===== src/verilog/vga_fb_pkg.sv =====
`default_nettype none

package vga_fb_pkg;

	// byte address into video RAM, word address on the SRAM pins
	localparam int VRAM_AW = 19;
	localparam int SRAM_AW = 18;
	localparam int COORD_W = 10;

	typedef struct packed {
		logic [COORD_W-1:0] x;
		logic [COORD_W-1:0] y;
	} pixel_pos_t;

	// sync pulses are active low
	typedef struct packed {
		logic hsync;
		logic vsync;
		logic video_on;
		logic p_tick;
	} sync_t;

	//============================================================
	// CPU port
	//============================================================
	typedef struct packed {
		logic               read;
		logic               write;
		logic [VRAM_AW-1:0] address;
		logic [7:0]         writedata;
	} cpu_req_t;

	typedef struct packed {
		logic [7:0] readdata;
		logic       readdatavalid;
		logic       waitrequest;
	} cpu_rsp_t;

	//============================================================
	// SRAM pins, all strobes active low
	//============================================================
	typedef struct packed {
		logic [SRAM_AW-1:0] addr;
		logic               ub_n;
		logic               lb_n;
		logic               ce_n;
		logic               oe_n;
		logic               we_n;
	} sram_ctl_t;

	// RGB 3-3-2, red in the top bits
	typedef struct packed {
		logic [2:0] r;
		logic [2:0] g;
		logic [1:0] b;
	} rgb_t;

	typedef struct packed {
		logic hsync;
		logic vsync;
		rgb_t rgb;
	} vga_out_t;

endpackage

`default_nettype wire


===== src/verilog/vga_sync.sv =====
`timescale 1ns/1ps
`default_nettype none

module vga_sync import vga_fb_pkg::*;
	#(
		parameter int H_DISPLAY = 640,
		parameter int H_FRONT = 16,
		parameter int H_SYNC = 96,
		parameter int H_BACK = 48,
		parameter int V_DISPLAY = 480,
		parameter int V_FRONT = 10,
		parameter int V_SYNC = 2,
		parameter int V_BACK = 33
	)
	(
		input wire clk,
		input wire reset,
		output pixel_pos_t pos_o,
		output sync_t sync_o
	);

	// totals and sync pulse boundaries
	localparam int H_TOTAL = H_DISPLAY + H_FRONT + H_SYNC + H_BACK;
	localparam int V_TOTAL = V_DISPLAY + V_FRONT + V_SYNC + V_BACK;
	localparam int H_SYNC_START = H_DISPLAY + H_FRONT;
	localparam int H_SYNC_END = H_SYNC_START + H_SYNC - 1;
	localparam int V_SYNC_START = V_DISPLAY + V_FRONT;
	localparam int V_SYNC_END = V_SYNC_START + V_SYNC - 1;

	logic tick_reg;
	logic [COORD_W-1:0] h_count_reg;
	logic [COORD_W-1:0] v_count_reg;
	logic h_end;
	logic v_end;

	//============================================================
	// pixel tick, one clock in two
	//============================================================
	always_ff @(posedge clk, posedge reset)
	begin
		if (reset)
			tick_reg <= 1'b0;
		else
			tick_reg <= ~tick_reg;
	end

	assign h_end = (h_count_reg == COORD_W'(H_TOTAL - 1));
	assign v_end = (v_count_reg == COORD_W'(V_TOTAL - 1));

	//============================================================
	// counters
	//============================================================
	always_ff @(posedge clk, posedge reset)
	begin
		if (reset)
		begin
			h_count_reg <= '0;
			v_count_reg <= '0;
		end
		else if (tick_reg)
		begin
			if (h_end)
			begin
				h_count_reg <= '0;
				// vertical steps once per line
				if (v_end)
					v_count_reg <= '0;
				else
					v_count_reg <= v_count_reg + 1'b1;
			end
			else
			begin
				h_count_reg <= h_count_reg + 1'b1;
			end
		end
	end

	// sync and enable decoded straight from the counters
	always_comb
	begin
		pos_o.x = h_count_reg;
		pos_o.y = v_count_reg;
		sync_o.hsync = ~((h_count_reg >= COORD_W'(H_SYNC_START)) &&
			(h_count_reg <= COORD_W'(H_SYNC_END)));
		sync_o.vsync = ~((v_count_reg >= COORD_W'(V_SYNC_START)) &&
			(v_count_reg <= COORD_W'(V_SYNC_END)));
		sync_o.video_on = (h_count_reg < COORD_W'(H_DISPLAY)) &&
			(v_count_reg < COORD_W'(V_DISPLAY));
		sync_o.p_tick = tick_reg;
	end

endmodule

`default_nettype wire


===== config.mk =====
export PLATFORM = sky130hd
export DESIGN_NAME = vga_sync
export DESIGN_NICKNAME = d
export VERILOG_FILES = /design/src/verilog/vga_fb_pkg.sv /design/src/verilog/vga_sync.sv
export SDC_FILE = /design/constraint.sdc
export NUM_CORES = 1
export LEC_CHECK = 0
export BUFFER_PORTS_ARGS = -buffer_cell sky130_fd_sc_hd__buf_2
export CORE_MARGIN = 5
export CORE_UTILIZATION = 53
export CTS_CLUSTER_DIAMETER = 60
export CTS_CLUSTER_SIZE = 40
export DETAILED_ROUTE_END_ITERATION = 10
export PLACE_DENSITY = 0.78
export SLEW_MARGIN = 20
export SYNTH_ARGS = -nofsm -noshare
export SYNTH_HDL_FRONTEND = slang
export SYNTH_SLANG_ARGS = --single-unit

===== constraint.sdc =====
create_clock -name clk -period 1.8 [get_ports clk]
set_input_delay 0.36 -clock clk [delete_from_list [all_inputs] [get_ports clk]]
set_output_delay 0.36 -clock clk [all_outputs]
set_load 0.05 [all_outputs]

# Word level (Yosys, flattened, before mapping)
# Index checks and enable logic that the tools add are counted.
[classes] mul=0 eq_ne=2 n_shift=0 bitwise_logic=3 n_reduce_logical=4 div=0 n_lt_le_gt_ge=6 mux=2 n_addsub=2
[ops] op="$add A10 B1 Y10 const B" n=2
[ops] op="$eq A10 B10 Y1 const B" n=2
[ops] op="$mux W10" n=2
[ops] op="$ge A10 B10 Y1 const B" n=1
[ops] op="$ge A10 B9 Y1 const B" n=1
[ops] op="$le A10 B10 Y1 const B" n=1
[ops] op="$le A10 B9 Y1 const B" n=1
[ops] op="$lt A10 B10 Y1 const B" n=1
[ops] op="$lt A10 B9 Y1 const B" n=1
[ops] op="$logic_and A1 B1 Y1" n=3
[ops] op="$not A1 Y1" n=3
[ops] op="$reduce_and A2 Y1" n=1
[word_totals] out_inout_bits=24 ramBits=0 romBits=0 latch_bits=0 ff_bits=21 wordCells=22 n_memories=0 inputBits=2

# Logic depth before layout (Yosys ltp)
[logic_depth] word_depth=3 depth_mapped=7 ltp_nobuf=6

# Worst setup path before layout
# Ideal clock, no wire load.
[synth_path] path_type="register to output" start="reg v_count_reg[2]" end="out sync_o[2] in the netlist's numbering" n_path_buf=0 t_required_ps=1440 stages_incl_launch_ff=3 slack_ps=-299 arrival_ps=1739 cell_sequence="dfrtp_1 > or4b_1 > or3_1"
[synth_lines] element="start, declared" line="vga_sync.sv:32" rtl="logic [COORD_W-1:0] v_count_reg;"
[synth_lines] element="start signal, assigned" line="vga_sync.sv:69" rtl="v_count_reg <= v_count_reg + 1'b1;"
[synth_lines] element="end, declared" line="vga_sync.sv:19" rtl="output sync_t sync_o"

==> metrics.yaml <==
ant_nets: 0
clk_pin_slew_ns: 0.12
dieArea_um2: 3330
yosysTopAreaCell: "dfrtp_1"
rsz0062_at_grt: "yes"
maxCapViolations: 0
groute.usage.overall_pct: 16.7
root_buffer: "clkbuf_4"
synth_nets: 126
multi_input_area_um2: 626
p_leak_nw: 0.728
synth_compound_area_share_pct: 6.43
syn2layout_area_growth_pct: 23.8
fin_skew_ns: 0.00229
slew_headroom_pct: 80.2
wl_um: 2590
drt_first_iter_violations: 34
layout_commonest_cell: "buf_2"
ys_warn_count: 0
syn_area_per_cell_um2: 10.1
cts_buffers: 3
min_path_type: "input pin to async pin"
hold_slack_ns: 0.0548
max_freq_mhz: 473
post-route-util_pct: 68.1
dp_hpwl_um: 1980
final_layout_size_suffix_gt1_share_pct: 41.6
synth_area_um2: 1210
layout_common_cells: "buf_2, dfrtp_2, buf_4, nor2_1, xor2_1"
synth_top_family_by_area: "simple AND/OR/NAND/NOR gates"
design_area_um2: 1490
grt_pass1_wl_um: 4330
synth-simple-area-share_pct: 27.6
vias: 1018
port_buffers: 25
start_kind: "register"
crit_required_ns: 1.44
initial_core_util_pct: 55.1
layout.nets: 162
wl_per_cell_um: 14.3
tightest_slew_ns: 0.295
synthMuxAreaShare_pct: 0.830
dpl_cell_area_um2: 1420
dp_cells: 176
fillers: 182
violations: "negative setup slack"
ys_seq_elements: 21
grt-ovfl-total: 0
synthTopCellsByArea: "dfrtp_1, xor2_1, ha_1"
setup_slack_ns: -0.315
finalMaxSlewViolations: 0
yosysSeqAreaShare_pct: 43.6
critical_path.cell_chain: "or4b_4, or3_4, buf_8"
cp_max_fo: 2
drt_pass1_iterations: 4
period_share_pct: 117
powerDensity_nw_per_um2: 476
synth_cells: 119
cp_top_family: "simple AND/OR/NAND/NOR gates"
grt_start_max_net_pins: 22
critPathMaxStageDelay_ns: 0.53
pre_cts_ws_ns: -0.0619
gp_congestion: 0.815
diodes: 0
slowest_stage: "or4b_4"
status: "complete, but fails checks"
dieWidth_um: 57.7
finalCriticalPeriod_ns: 2.11
insertion_delay_ns: 0.30
final_hold_viol_count: 0
ir_drop_mv: 0.465
synth_top_area_share_pct: 43.6
die_height_um: 57.7
synth_cell_type_count: 32
synth_adder_area_share_pct: 5.19
final_cells: 182
vias_per_cell: 5.59
synth_xor_area_share_pct: 9.44
core_area_um2: 2190
cp.buffers_inverters: 1
boundaryPins: 26
cts_max_level: 1
finalSetupViolCount: 1
worstPathArrival_ns: 1.75
endpoint_kind: "output port"
cts_tree: "done"
drc: 0
cts.sinks: 21
final-seq-area_um2: 543
grt_pass1_vias: 942
critical_path_class: "register to output port"
cts_max_path_buffers: 2
grt_antenna_before_repair: 0
num_rows: 17
==> layer usage <==
layer  vias to the layer above  wire length, µm  global-route usage (%)  share of wire [%]
met5                         -                0                       0                  0
met4                         0               40                    6.62                1.5
met3                         4              169                    2.23                6.5
met2                        33             1300                    26.6                 50
met1                       492             1080                    23.0                 42
li1                        489                -                       -                  -
==> kinds of logic after synthesis <==
kind of cell               Yosys count
muxes                                1
adders and majority gates            5
AOI/OAI and AO/OA                   13
DFF                                 21
and+or+nand+nor                     52
xor gates and xnor gates            13
buffers and inverters               14
==> repair_timing <==
item                                    4_1_cts  5_1_grt
setup buffers                                 0        2
endpoints found under the setup margin        2        5
gates resized for setup                       5        5
hold buffers                                  0        0
pin swaps                                     0        1
==> metrics by stage <==
| stage | TNS (ns) | total power (W) |
|---|---|---|
| 3_5_place_dp | -0.0619 | 0.000493 |
| 2_1_floorplan | -0.125 | 0.000488 |
| 6_report | -0.315 | 0.000710 |
| 3_3_place_gp | -0.0162 | 0.000493 |
| 5_1_grt | -0.346 | 0.000740 |
| 4_1_cts | -0.362 | 0.000716 |
==> worst paths after layout <==
| check | slack [ns] | to | cells after the start | start |
|---|---|---|---|---|
| max in group asynchronous | 1.52 | h_count_reg[7] | 3 | reset |
| max | -0.31 | sync_o[2] | 3 | v_count_reg[2] |
| min | 0.05 | h_count_reg[1] | 3 | reset |
| max reg2reg | 0.12 | v_count_reg[9] | 4 | h_count_reg[6] |
| min reg2reg | 0.53 | h_count_reg[2] | 1 | h_count_reg[2] |
| min in group clk | 0.53 | h_count_reg[2] | 1 | h_count_reg[2] |
==> worst register-to-register path: stages, from the launching register on <==
cell	delay (ns)
dfrtp_2	0.49
and4bb_1	0.35
nand4_4	0.13
or4_1	0.51
a21oi_1	0.15
==> where the power goes <==
| group | leakage (nW) | internal, W | switching (W) |
|---|---|---|---|
| clock | 0.0177 | 0.0000828 | 0.000145 |
| sequential | 0.258 | 0.000471 | 0 |
| combinational | 0.452 | 0.00000237 | 0.00000895 |
| total | 0.728 | 0.000557 | 0.000154 |
==> final cells by class <==
cell class / instances / area share (%)
tap: 28 / 2.35
inverter: 7 / 1.76
clock inverter: 1 / 0.335
multi-input combinational: 84 / 41.9
timing repair buffer: 38 / 15.8
clock buffer: 3 / 1.51
sequential: 21 / 36.4
==> cell usage after synthesis, drive strengths merged <==
library cell,number
nor4b,1
and3b,1
xor2,9
and2,1
a21oi,2
clkbuf,2
nand4,9
buf,5
mux2i,1
nand2,7
inv,7
o21ai,6
or4b,1
nor3,3
nand3,6
or4,1
xnor2,4
and4,4
nor4bb,1
nor2,13
a21boi,1
o211ai,1
or3,2
dfrtp,21
nand4b,1
ha,5
and4bb,1
o31ai,3
No activity file was read; power rests on OpenSTA's default activity.
