<file path="src/verilog/vga_fb_pkg.sv">
`default_nettype none

package vga_fb_pkg;

	// byte address into video RAM, word address on the SRAM pins
	localparam int VRAM_AW = 19;
	localparam int SRAM_AW = 18;
	localparam int COORD_W = 10;

	typedef struct packed {
		logic [COORD_W-1:0] x;
		logic [COORD_W-1:0] y;
	} pixel_pos_t;

	// sync pulses are active low
	typedef struct packed {
		logic hsync;
		logic vsync;
		logic video_on;
		logic p_tick;
	} sync_t;

	//============================================================
	// CPU port
	//============================================================
	typedef struct packed {
		logic               read;
		logic               write;
		logic [VRAM_AW-1:0] address;
		logic [7:0]         writedata;
	} cpu_req_t;

	typedef struct packed {
		logic [7:0] readdata;
		logic       readdatavalid;
		logic       waitrequest;
	} cpu_rsp_t;

	//============================================================
	// SRAM pins, all strobes active low
	//============================================================
	typedef struct packed {
		logic [SRAM_AW-1:0] addr;
		logic               ub_n;
		logic               lb_n;
		logic               ce_n;
		logic               oe_n;
		logic               we_n;
	} sram_ctl_t;

	// RGB 3-3-2, red in the top bits
	typedef struct packed {
		logic [2:0] r;
		logic [2:0] g;
		logic [1:0] b;
	} rgb_t;

	typedef struct packed {
		logic hsync;
		logic vsync;
		rgb_t rgb;
	} vga_out_t;

endpackage

`default_nettype wire

</file>
<file path="src/verilog/pixel_out.sv">
`timescale 1ns/1ps
`default_nettype none

module pixel_out import vga_fb_pkg::*;
	(
		input wire clk,
		input wire reset,
		input sync_t sync_i,
		input wire [7:0] vga_data_i,
		output vga_out_t vga_o
	);

	// {hsync, vsync, video_on} in stage1, {hsync, vsync} in stage2
	logic [2:0] stage1_reg;
	logic [1:0] stage2_reg;
	rgb_t rgb_reg;

	//============================================================
	// two tick delay of sync and enable
	//============================================================
	always_ff @(posedge clk, posedge reset)
	begin
		if (reset)
		begin
			// syncs idle high, display off
			stage1_reg <= 3'b110;
			stage2_reg <= 2'b11;
		end
		else if (sync_i.p_tick)
		begin
			stage1_reg <= {sync_i.hsync, sync_i.vsync, sync_i.video_on};
			stage2_reg <= stage1_reg[2:1];
		end
	end

	// fetched byte lines up with stage1
	always_ff @(posedge clk, posedge reset)
	begin
		if (reset)
			rgb_reg <= '0;
		else if (sync_i.p_tick)
		begin
			if (stage1_reg[0])
				rgb_reg <= rgb_t'(vga_data_i);
			else
				rgb_reg <= '0;
		end
	end

	always_comb
	begin
		vga_o.hsync = stage2_reg[1];
		vga_o.vsync = stage2_reg[0];
		vga_o.rgb = rgb_reg;
	end

endmodule

`default_nettype wire

</file>
<file path="config.mk">
export PLATFORM = sky130hd
export DESIGN_NAME = pixel_out
export DESIGN_NICKNAME = d
export VERILOG_FILES = /design/src/verilog/vga_fb_pkg.sv /design/src/verilog/pixel_out.sv
export SDC_FILE = /design/constraint.sdc
export NUM_CORES = 1
export LEC_CHECK = 0
export BUFFER_PORTS_ARGS = -buffer_cell sky130_fd_sc_hd__buf_2
export CAP_MARGIN = 30
export CORE_MARGIN = 2
export CORE_UTILIZATION = 35
export CTS_BUF_LIST = sky130_fd_sc_hd__clkbuf_4 sky130_fd_sc_hd__clkbuf_8
export DETAILED_ROUTE_END_ITERATION = 8
export SETUP_SLACK_MARGIN = 0.3
export SKIP_CTS_REPAIR_TIMING = 1
export SLEW_MARGIN = 20
export SYNTH_ARGS = -nofsm -noshare
export SYNTH_HDL_FRONTEND = slang
export SYNTH_SLANG_ARGS = --single-unit
export TNS_END_PERCENT = 100
</file>
<file path="constraint.sdc">
create_clock -name clk -period 1.1 [get_ports clk]
set_clock_uncertainty 0.05 [all_clocks]
set_input_delay 0.165 -clock clk [delete_from_list [all_inputs] [get_ports clk]]
set_output_delay 0.165 -clock clk [all_outputs]
set_load 0.005 [all_outputs]
</file>
After elaboration in Yosys (flattened, before gate mapping)
Index checks and enable logic that the tools add are counted.
{"block": "classes", "muxes": 1}
{"operator": "8-bit 2-to-1 mux", "count": 1}
{"block": "totals", "out_inout_bits": 10, "input_bits": 14, "register_bits": 13}

Longest topological paths before layout
Gate-level depths: netlist of run 1.
{"block": "depth", "ltp_word": 1, "depth_mapped": 4}

Worst setup path before layout of run 1
No wires, ideal clock.
{"block": "synth_path", "path_kind": "flip-flop to flip-flop", "start": "register stage1_reg[0]", "end": "register rgb_reg, in the netlist vga_o[0]", "stages_incl_launch_ff": 4, "arrival_time_ns": 0.795, "setup_time_ns": 0.121, "required_ns": 0.929, "path_slack_ns": 0.134, "n_path_buf": 1, "cell_sequence": "dfrtp_1 and2_4 buf_6 a22o_1"}
{"block": "synth_between", "elab_chain_len": 1}
{"item": "from (decl)", "line": "pixel_out.sv:14", "source": "logic [2:0] stage1_reg;"}
{"item": "from (signal assigned)", "line": "pixel_out.sv:31", "source": "stage1_reg <= {sync_i.hsync, sync_i.vsync, sync_i.video_on};"}
{"item": "8-bit 2-to-1 mux", "line": "pixel_out.sv:43", "source": "if (stage1_reg[0])"}
{"item": "to (signal assigned)", "line": "pixel_out.sv:44", "source": "rgb_reg <= rgb_t'(vga_data_i);"}
{"item": "to (decl)", "line": "pixel_out.sv:16", "source": "rgb_t rgb_reg;"}
Every way passes these cells.
A chain may end at the register's enable or synchronous reset.

Worst setup path in the final report of run 1
{"block": "layout_path", "start": "register stage2_reg[1]", "end": "output vga_o[9] (netlist bit)"}
{"item": "from (decl)", "line": "pixel_out.sv:15", "source": "logic [1:0] stage2_reg;"}
{"item": "from (signal assigned)", "line": "pixel_out.sv:32", "source": "stage2_reg <= stage1_reg[2:1];"}
{"item": "to (decl)", "line": "pixel_out.sv:10", "source": "output vga_out_t vga_o"}
No word-level cell between the ends.

==> run summary, run 1 <==
Wire per inst = 11.65 microns
Top_reg_cell synth = dfrtp_1
Syn_nets = 45
EDFF count, synth = 0
Netlist cell types = 8
Number of global-route vias before repair = 324
Via count = 348
Initial antenna violation count = 0
Vias per Instance = 4.640
Drt pass-1 iters = 4
Largest net degree at the start of global routing = 14
Post-place instance area = 606.8 sq um
Die height = 41.63 microns
Slew headroom = 69.15%
Startpoint Class = register
Uppermost layer routed = met3
# fillers = 125
Die ar. = 1733 sq um
Post-Place Worst Slack = 187.2 ps
Worst EP required = 880 ps
Area of the multi-input gates = 138.9 sq um
Placed Instances = 67
Routed WL = 874 microns
CP Buf/Inv Count = 1
GRT Total Usage = 10.91%
Worst-path clk slew = 80 ps
N_diodes = 0
Clk sink count = 13
WHS = -159.9 ps
Peak supply drop = 0.0007456 V
WP data arrival = 900 ps
Clk_lat worst skew = 270 ps
Initial Util = 37.61%
Cells after synthesis = 31
Post-DRT Antenna Nets = 0
Wire length on met3 = 67 microns
Area contributors post-synth = dfrtp_1 (45%), dfstp_2 (21%), a22o_1 (14%)
Area share of the largest cell type after synthesis = 45.45%
Count of port buffers added during placement = 23
Tmin final = 1114 ps
Slowest Stage Delay on Critical Path = 530 ps
Leak = 0.0003642 uW
Core area = 1318 sq um
Met1 wire length = 389 microns
Drt drc = 0
CTS Buffer Depth = 2
Pwr per Cell Area = 1516 nW/um^2
Largest register FFs = 8
Final hold vios = 9
Global-route wire length before repair = 1386 microns
Cell row count = 13
Ports = 24
Reg area = 330.3 sq um
FMAX = 0.8975 GHz
Max Fanout on Critical Path = 2
Grt total ovfl = 0
DP HPWL = 623.8 microns
Seq/Total Area, Yosys = 66.67%
GPL Wtd Cong = 0.5991
Top post-synthesis cells by count = dfrtp_1 (9), a22o_1 (8), dfstp_2 (4), mux2_2 (4)
CTS tree = yes
Metal2 WL = 418 microns
#FFs+latches synth = 13
Area growth syn-to-layout = 34.85%
Setup TNS = -27.15 ps
Total Nets Final = 75
Dominant cell type by area after synthesis = dfrtp_1
Final cycle utilization of the critical path = 101.3%
Mean Syn Cell Area = 15.98 sq um
Worst setup margin = -14.18 ps
Yosys warns = 0
Critical path's top delay family = flip-flops
Setup-failing EPs final = 2
Most frequent cell after synthesis = dfrtp_1
Crit Path Category = reg2out
Final Instance Area = 668.1 sq um
Max-slew violations = 0
Endpoint type of the worst setup path = primary output
RSZ-0062 raised after global routing = true
HP Class = in2async
Ys async rst share = 100.0%
DR iter-0 viols = 1
Slew of the pin with the lowest slew margin = 462.3 ps
Status = finished, violations left
Mapped Area = 495.5 sq um
Die W = 41.63 microns
Fraction of final layout cells sized beyond drive strength 1 = 66.67%
Slowest-stage cell, CP = dfstp_2
Fin cells = 75
H-tree depth = 1
Crit-path cells = buf_2
CTS root buffer = clkbuf_4
Max cap viols = 0
Cts bufs inserted = 3
Failing checks = hold timing, setup timing
stage by stage:
stage | power, uW | hold WS, ps | utilization (%)
3_3_place_gp | 717.1 | 147.1 | 46.06
6_report | 1013 | -159.9 | 50.71
5_1_grt | 1074 | -123.6 | 50.71
4_1_cts | 1014 | -154.5 | 48.15
3_5_place_dp | 718.7 | 151.6 | 46.06
2_1_floorplan | 654.8 | -10.90 | -
path summary, 6_finish.rpt:
path / end / depth (start not counted) / start / slack (ps)
worst max-delay path: vga_o[9] / 1 / stage2_reg[1]$_DFFE_PP1P_ / -10
worst min-delay path: vga_o[1]$_DFFE_PP0P_ / 2 / reset / -160
worst max register to register: vga_o[4]$_DFFE_PP0P_ / 2 / stage1_reg[0]$_DFFE_PP0P_ / 210
worst min register to register: vga_o[0]$_DFFE_PP0P_ / 1 / vga_o[0]$_DFFE_PP0P_ / 460
min in group clk: vga_o[0]$_DFFE_PP0P_ / 2 / vga_data_i[0] / 50
max in group asynchronous: stage1_reg[2]$_DFFE_PP1P_ / 2 / reset / 820
cell usage in the layout, fill, tap and decap left out:
cell,count
mux2_4,1
buf_2,23
inv_1,2
mux2_1,1
clkbuf_4,3
buf_4,4
mux2_2,3
a22o_1,8
and2_4,1
clkinv_2,1
dfrtp_1,9
dfstp_2,4
per-layer routing:
layer	track usage, %	up-vias
met3	4.348	0
met4	5.806	0
met1	13.20	164
met5	0	-
li1	-	171
met2	16.56	13
area by class of cell:
| cell class | count | area share, % |
|---|---|---|
| Clock buffer | 3 | 3.371 |
| Clock inverter | 1 | 0.7491 |
| Tap cell | 15 | 2.809 |
| Sequential cell | 13 | 49.44 |
| Multi-Input combinational cell | 14 | 20.79 |
| Timing Repair Buffer | 27 | 21.72 |
| Inverter | 2 | 1.124 |
power by group:
part	internal [uW]	total [uW]	leakage [uW]	switching, uW
combinational	102	165	0.000188	63.0
clock	135	283	0.0000177	149
sequential	541	564	0.000158	23.3
logic make-up (layout without fill, tap and decap cells):
kind of cell | after synthesis | count (layout) | share of synthesized area [%]
AOI/OAI and AO/OA | 8 | 8 | 14.14
buffers and inverters | 4 | 33 | 6.061
DFF | 13 | 13 | 66.67
muxes | 5 | 5 | 11.36
and+or+nand+nor | 1 | 1 | 1.768
Power figures use the tool's default switching activity.
==> run 2, diff against run 1 <==
- CAP_MARGIN: 30 -> not set
- SLEW_MARGIN: 20 -> not set
- clock period: 1.1 -> 1.3 ns (I/O delays scaled with it)
==> run 2 against run 1 <==
The run now ends clean. Non-clock buffer count is 3 higher. Critical path type unchanged. Design area is 4.5% higher. Sequential power is 15% lower. Global-route usage is 0.60 points higher. Critical path depth stayed put.
==> run summary, run 2 (synthesis gave the netlist of run 1 again) <==
Global-route wire length before repair = 1435 microns (was 1386 microns)
Worst-path clk slew = 80 ps (about the same)
CTS tree = yes (unchanged)
CP Buf/Inv Count = 1 (unchanged)
Area growth syn-to-layout = 40.91% (was 34.85%)
Number of global-route vias before repair = 319 (was 324)
Vias per Instance = 4.692 (was 4.640)
HP Class = in2reg (was in2async)
DR iter-0 viols = 0 (was 1)
Drt pass-1 iters = 1 (was 4)
Crit-path cells = buf_6 (was buf_2)
Commonest cells after routing, fill and taps aside = buf_2 (22), dfrtp_1 (9), a22o_1 (8), buf_4 (6) (was buf_2 (23), dfrtp_1 (9), a22o_1 (8), buf_4 (4), dfstp_2 (4))
Ports = 24 (unchanged)
CTS Buffer Depth = 2 (unchanged)
Worst EP required = 1050 ps (was 880 ps)
Commonest non-fill, non-tap cell in the layout = buf_2 (unchanged)
Clk_lat worst skew = 260 ps (was 270 ps)
DP HPWL = 672.2 microns (was 623.8 microns)
Slew headroom = 68.24% (was 69.15%)
Routed WL = 894 microns (was 874 microns)
RSZ-0062 raised after global routing = true (unchanged)
Pwr per Cell Area = 1280 nW/um^2 (was 1516 nW/um^2)
Via count = 366 (was 348)
FMAX = 0.8757 GHz
Initial antenna violation count = 0 (unchanged)
WP data arrival = 900 ps (about the same)
Fin cells = 78 (was 75)
Status = finished, final reports clean (was finished, violations left)
Endpoint type of the worst setup path = primary output (unchanged)
Wire per inst = 11.46 microns (was 11.65 microns)
Placed Instances = 67 (unchanged)
Largest register FFs = 8 (unchanged)
Max-slew violations = 0 (unchanged)
Initial Util = 37.61% (unchanged)
Final cycle utilization of the critical path = 87.84%
Largest net degree at the start of global routing = 14 (unchanged)
Slew of the pin with the lowest slew margin = 475.8 ps (was 462.3 ps)
Grt total ovfl = 0 (unchanged)
GRT Total Usage = 11.51% (was 10.91%)
Core area = 1318 sq um (unchanged)
GPL Wtd Cong = 0.6161 (was 0.5991)
Critical path's top delay family = flip-flops (unchanged)
Setup TNS = 0 ps (was -27.15 ps)
Setup-failing EPs final = 0 (was 2)
Slowest Stage Delay on Critical Path = 540 ps (was 530 ps)
Fraction of final layout cells sized beyond drive strength 1 = 66.67% (unchanged)
Die height = 41.63 microns (unchanged)
Cts bufs inserted = 3 (unchanged)
CTS root buffer = clkbuf_4 (unchanged)
Count of port buffers added during placement = 23 (unchanged)
N_diodes = 0 (unchanged)
CP Depth = 1 (unchanged)
# fillers = 129 (was 125)
Cell row count = 13 (unchanged)
Crit Path Category = reg2out (unchanged)
Die ar. = 1733 sq um (unchanged)
Slowest-stage cell, CP = dfstp_2 (unchanged)
H-tree depth = 1 (unchanged)
Clk sink count = 13 (unchanged)
Total Nets Final = 78 (was 75)
Startpoint Class = register (unchanged)
Max Fanout on Critical Path = 2 (unchanged)
Worst Reg-to-Reg Cells = 2 (unchanged)
Drt drc = 0 (unchanged)
Tmin final = 1142 ps
Post-DRT Antenna Nets = 0 (unchanged)
Leak = 0.0003771 uW (was 0.0003642 uW)
Final hold vios = 0 (was 9)
Peak supply drop = 0.0008420 V (was 0.0007456 V)
Max cap viols = 0 (unchanged)
Hold Crit Depth = 2
Die W = 41.63 microns (unchanged)
==> run 2: cell count changes in the layout (fill, tap and decap cells not counted), sizes merged <==
cell | previous run | this run
clkinv | 1 | 0
buf | 27 | 29
dlygate4sd3 | 0 | 1
clkbuf | 3 | 4
==> run 2: layer usage <==
layer  vias up  GRT usage (%)  share of wire [%]
met2        15          14.69                 47
li1        174              -                  -
met1       175          16.11                 44
met3         2          6.522                7.9
met4         0          3.871               0.78
met5         -              0                  0
==> run 2: where the power goes <==
| group | internal, uW | switching, uW | leakage, uW |
|---|---|---|---|
| Clock | 139 | 121 | 0.0000184 |
| Sequential | 458 | 21.2 | 0.000158 |
| Combinational | 99.0 | 54.7 | 0.000201 |
| Total | 696 | 197 | 0.000377 |
==> run 2: area by class of cell <==
type	count	area [sq um]	area share [%]
Clock buffer	4	30.03	4.301
Inverter	2	7.507	1.075
Multi-Input combinational cell	14	135.1	19.35
Sequential cell	13	330.3	47.31
Tap cell	15	18.77	2.688
Timing Repair Buffer	30	176.4	25.27
==> run 2: worst register-to-register path, cell delays in order, from the launching register on <==
cell	delay, ps
dfrtp_1	380
and2_4	190
a22o_1	200
==> run 2: final timing paths <==
path	startpoint	to	slack [ps]
hold reg to reg	vga_o[0]$_DFFE_PP0P_	vga_o[0]$_DFFE_PP0P_	470
hold / removal	vga_data_i[3]	vga_o[3]$_DFFE_PP0P_	80
setup / recovery	stage2_reg[0]$_DFFE_PP1P_	vga_o[8]	160
setup reg to reg	stage1_reg[0]$_DFFE_PP0P_	vga_o[6]$_DFFE_PP0P_	370
max in group asynchronous	reset	stage1_reg[2]$_DFFE_PP1P_	420
min in group asynchronous	reset	vga_o[6]$_DFFE_PP0P_	430
==> run 2: metrics by stage <==
| step | hold WS (ps) | util (%) | total power [uW] | setup WS, ps | area, sq um |
|---|---|---|---|---|---|
| detailed placement | 183.4 | 46.06 | 610.4 | 364.7 | 606.8 |
| CTS | -109.7 | 48.34 | 874.5 | 143.1 | 636.9 |
| finish | 83.96 | 52.99 | 893.7 | 158.0 | 698.2 |
| global placement | 188.1 | 46.06 | 607.8 | 387.7 | 606.8 |
| floorplan | 19.10 | - | 554.3 | 334.2 | 495.5 |
| global route | 68.35 | 52.99 | 954.5 | 118.2 | 698.2 |
==> run 3, diff against run 2 <==
- CELL_PAD_IN_SITES_DETAIL_PLACEMENT: not set -> 0
- CELL_PAD_IN_SITES_GLOBAL_PLACEMENT: not set -> 1
- PLACE_DENSITY_LB_ADDON: not set -> 0.1
==> run 3 against run 2 <==
Clock power is essentially flat. Critical endpoint unchanged. Flip-flop and latch count is the same. Largest cell class unchanged. Setup slack worse by 15 ps. Design area is 0.18% higher. Clock-buffer cell count unchanged.
==> run summary, run 3 (synthesis gave the netlist of run 1 again) <==
Status = finished, final reports clean (unchanged)
Core area = 1318 sq um (unchanged)
Die ar. = 1733 sq um (unchanged)
Fin util = 53.09% (was 52.99%)
Crit-path cells = buf_2 (was buf_6)
Setup TNS = 0 ps (unchanged)
Total Nets Final = 79 (was 78)
Number of global-route vias before repair = 393 (was 319)
Drt drc = 0 (unchanged)
Worst EP required = 1050 ps (about the same)
Startpoint Class = register (unchanged)
Final cycle utilization of the critical path = 89.01% (was 87.84%)
Final hold vios = 0 (unchanged)
Endpoint type of the worst setup path = primary output (unchanged)
Vias per Instance = 4.886 (was 4.692)
Worst-path clk slew = 70 ps (was 80 ps)
Fraction of final layout cells sized beyond drive strength 1 = 67.19% (was 66.67%)
Critical path's top delay family = flip-flops (unchanged)
GPL Wtd Cong = 0.8276 (was 0.6161)
Slew of the pin with the lowest slew margin = 457.8 ps (was 475.8 ps)
Grt total ovfl = 0 (unchanged)
Post-DRT Antenna Nets = 0 (unchanged)
Area growth syn-to-layout = 41.16% (was 40.91%)
FMAX = 0.8642 GHz (was 0.8757 GHz)
Die height = 41.63 microns (unchanged)
CP Buf/Inv Count = 1 (unchanged)
Crit Path Category = reg2out (unchanged)
CTS root buffer = clkbuf_4 (unchanged)
Largest register FFs = 8 (unchanged)
Post-place instance area = 606.8 sq um (unchanged)
Max-slew violations = 0 (unchanged)
GRT Total Usage = 13.63% (was 11.51%)
Die W = 41.63 microns (unchanged)
Drt pass-1 iters = 2 (was 1)
Peak supply drop = 0.0005881 V (was 0.0008420 V)
Clk sink count = 13 (unchanged)
HP Class = in2reg (unchanged)
Global-route wire length before repair = 1807 microns (was 1435 microns)
Setup-failing EPs final = 0 (unchanged)
Initial Util = 37.61% (unchanged)
Commonest cells after routing, fill and taps aside = buf_2 (23), dfrtp_1 (9), a22o_1 (8), buf_4 (7) (was buf_2 (22), dfrtp_1 (9), a22o_1 (8), buf_4 (6))
Count of port buffers added during placement = 23 (unchanged)
CTS tree = yes (unchanged)
DP HPWL = 760.4 microns (was 672.2 microns)
Final Instance Area = 699.4 sq um (was 698.2 sq um)
Slew headroom = 69.45% (was 68.24%)
Ports = 24 (unchanged)
Slowest Stage Delay on Critical Path = 530 ps (was 540 ps)
Leak = 0.0003802 uW (was 0.0003771 uW)
DR iter-0 viols = 3 (was 0)
H-tree depth = 1 (unchanged)
# fillers = 114 (was 129)
Wire per inst = 12.52 microns (was 11.46 microns)
CTS Buffer Depth = 2 (unchanged)
Clk_lat worst skew = 270 ps (was 260 ps)
Tmin final = 1157 ps (was 1142 ps)
Cts bufs inserted = 3 (unchanged)
Commonest non-fill, non-tap cell in the layout = buf_2 (unchanged)
Largest net degree at the start of global routing = 14 (unchanged)
Worst setup margin = 142.9 ps (was 158.0 ps)
Initial antenna violation count = 0 (unchanged)
WP data arrival = 910 ps (was 900 ps)
Max Fanout on Critical Path = 2 (unchanged)
Pwr per Cell Area = 1280 nW/um^2 (about the same)
Routed WL = 989 microns (was 894 microns)
N_diodes = 0 (unchanged)
Cell row count = 13 (unchanged)
RSZ-0062 raised after global routing = true (unchanged)
Post-Place Worst Slack = 355.2 ps (was 364.7 ps)
Via count = 386 (was 366)
Max cap viols = 0 (unchanged)
Slowest-stage cell, CP = dfstp_2 (unchanged)
## run 3: cell type report
class	count	area [sq um]	share of cell area (%)
timing repair buffer	31	177.7	25.40
clock buffer	4	30.03	4.293
inverter	2	7.507	1.073
sequential	13	330.3	47.23
multi-input combinational	14	135.1	19.32
tap	15	18.77	2.683
## run 3: final timing paths
check | startpoint | end | slack, ps | cells past startpoint
setup / recovery | stage2_reg[0]$_DFFE_PP1P_ | vga_o[8] | 140 | 1
hold / removal | vga_data_i[4] | vga_o[4]$_DFFE_PP0P_ | 80 | 2
setup reg to reg | stage1_reg[0]$_DFFE_PP0P_ | vga_o[5]$_DFFE_PP0P_ | 370 | 2
hold reg to reg | vga_o[0]$_DFFE_PP0P_ | vga_o[0]$_DFFE_PP0P_ | 460 | 1
max in group asynchronous | reset | stage2_reg[1]$_DFFE_PP1P_ | 440 | 3
min in group asynchronous | reset | stage1_reg[0]$_DFFE_PP0P_ | 420 | 3
## run 3: stage by stage
step | hold WS [ps] | std cells | power, uW
floorplan | 19.10 | 31 | 554.3
global placement | 162.2 | 67 | 604.6
finish | 80.65 | 79 | 895.1
detailed placement | 173.6 | 67 | 613.4
global route | 66.23 | 79 | 956.1
CTS | -131.3 | 71 | 879.8
## run 3: layer usage
layer  global-route usage (%)  part of all wire, %  up-vias
li1                         -                    -      177
met2                    22.81                   48       18
met5                        0                    0        -
met1                    14.81                   40      188
met3                    4.783                  8.9        3
met4                    7.742                  2.7        0
## run 3: power by group
group / internal, uW / total, uW / leakage [uW] / switching, uW
Clock: 140 / 261 / 0.0000184 / 121
Combinational: 97.6 / 157 / 0.000204 / 59.6
Sequential: 458 / 477 / 0.000158 / 19.4
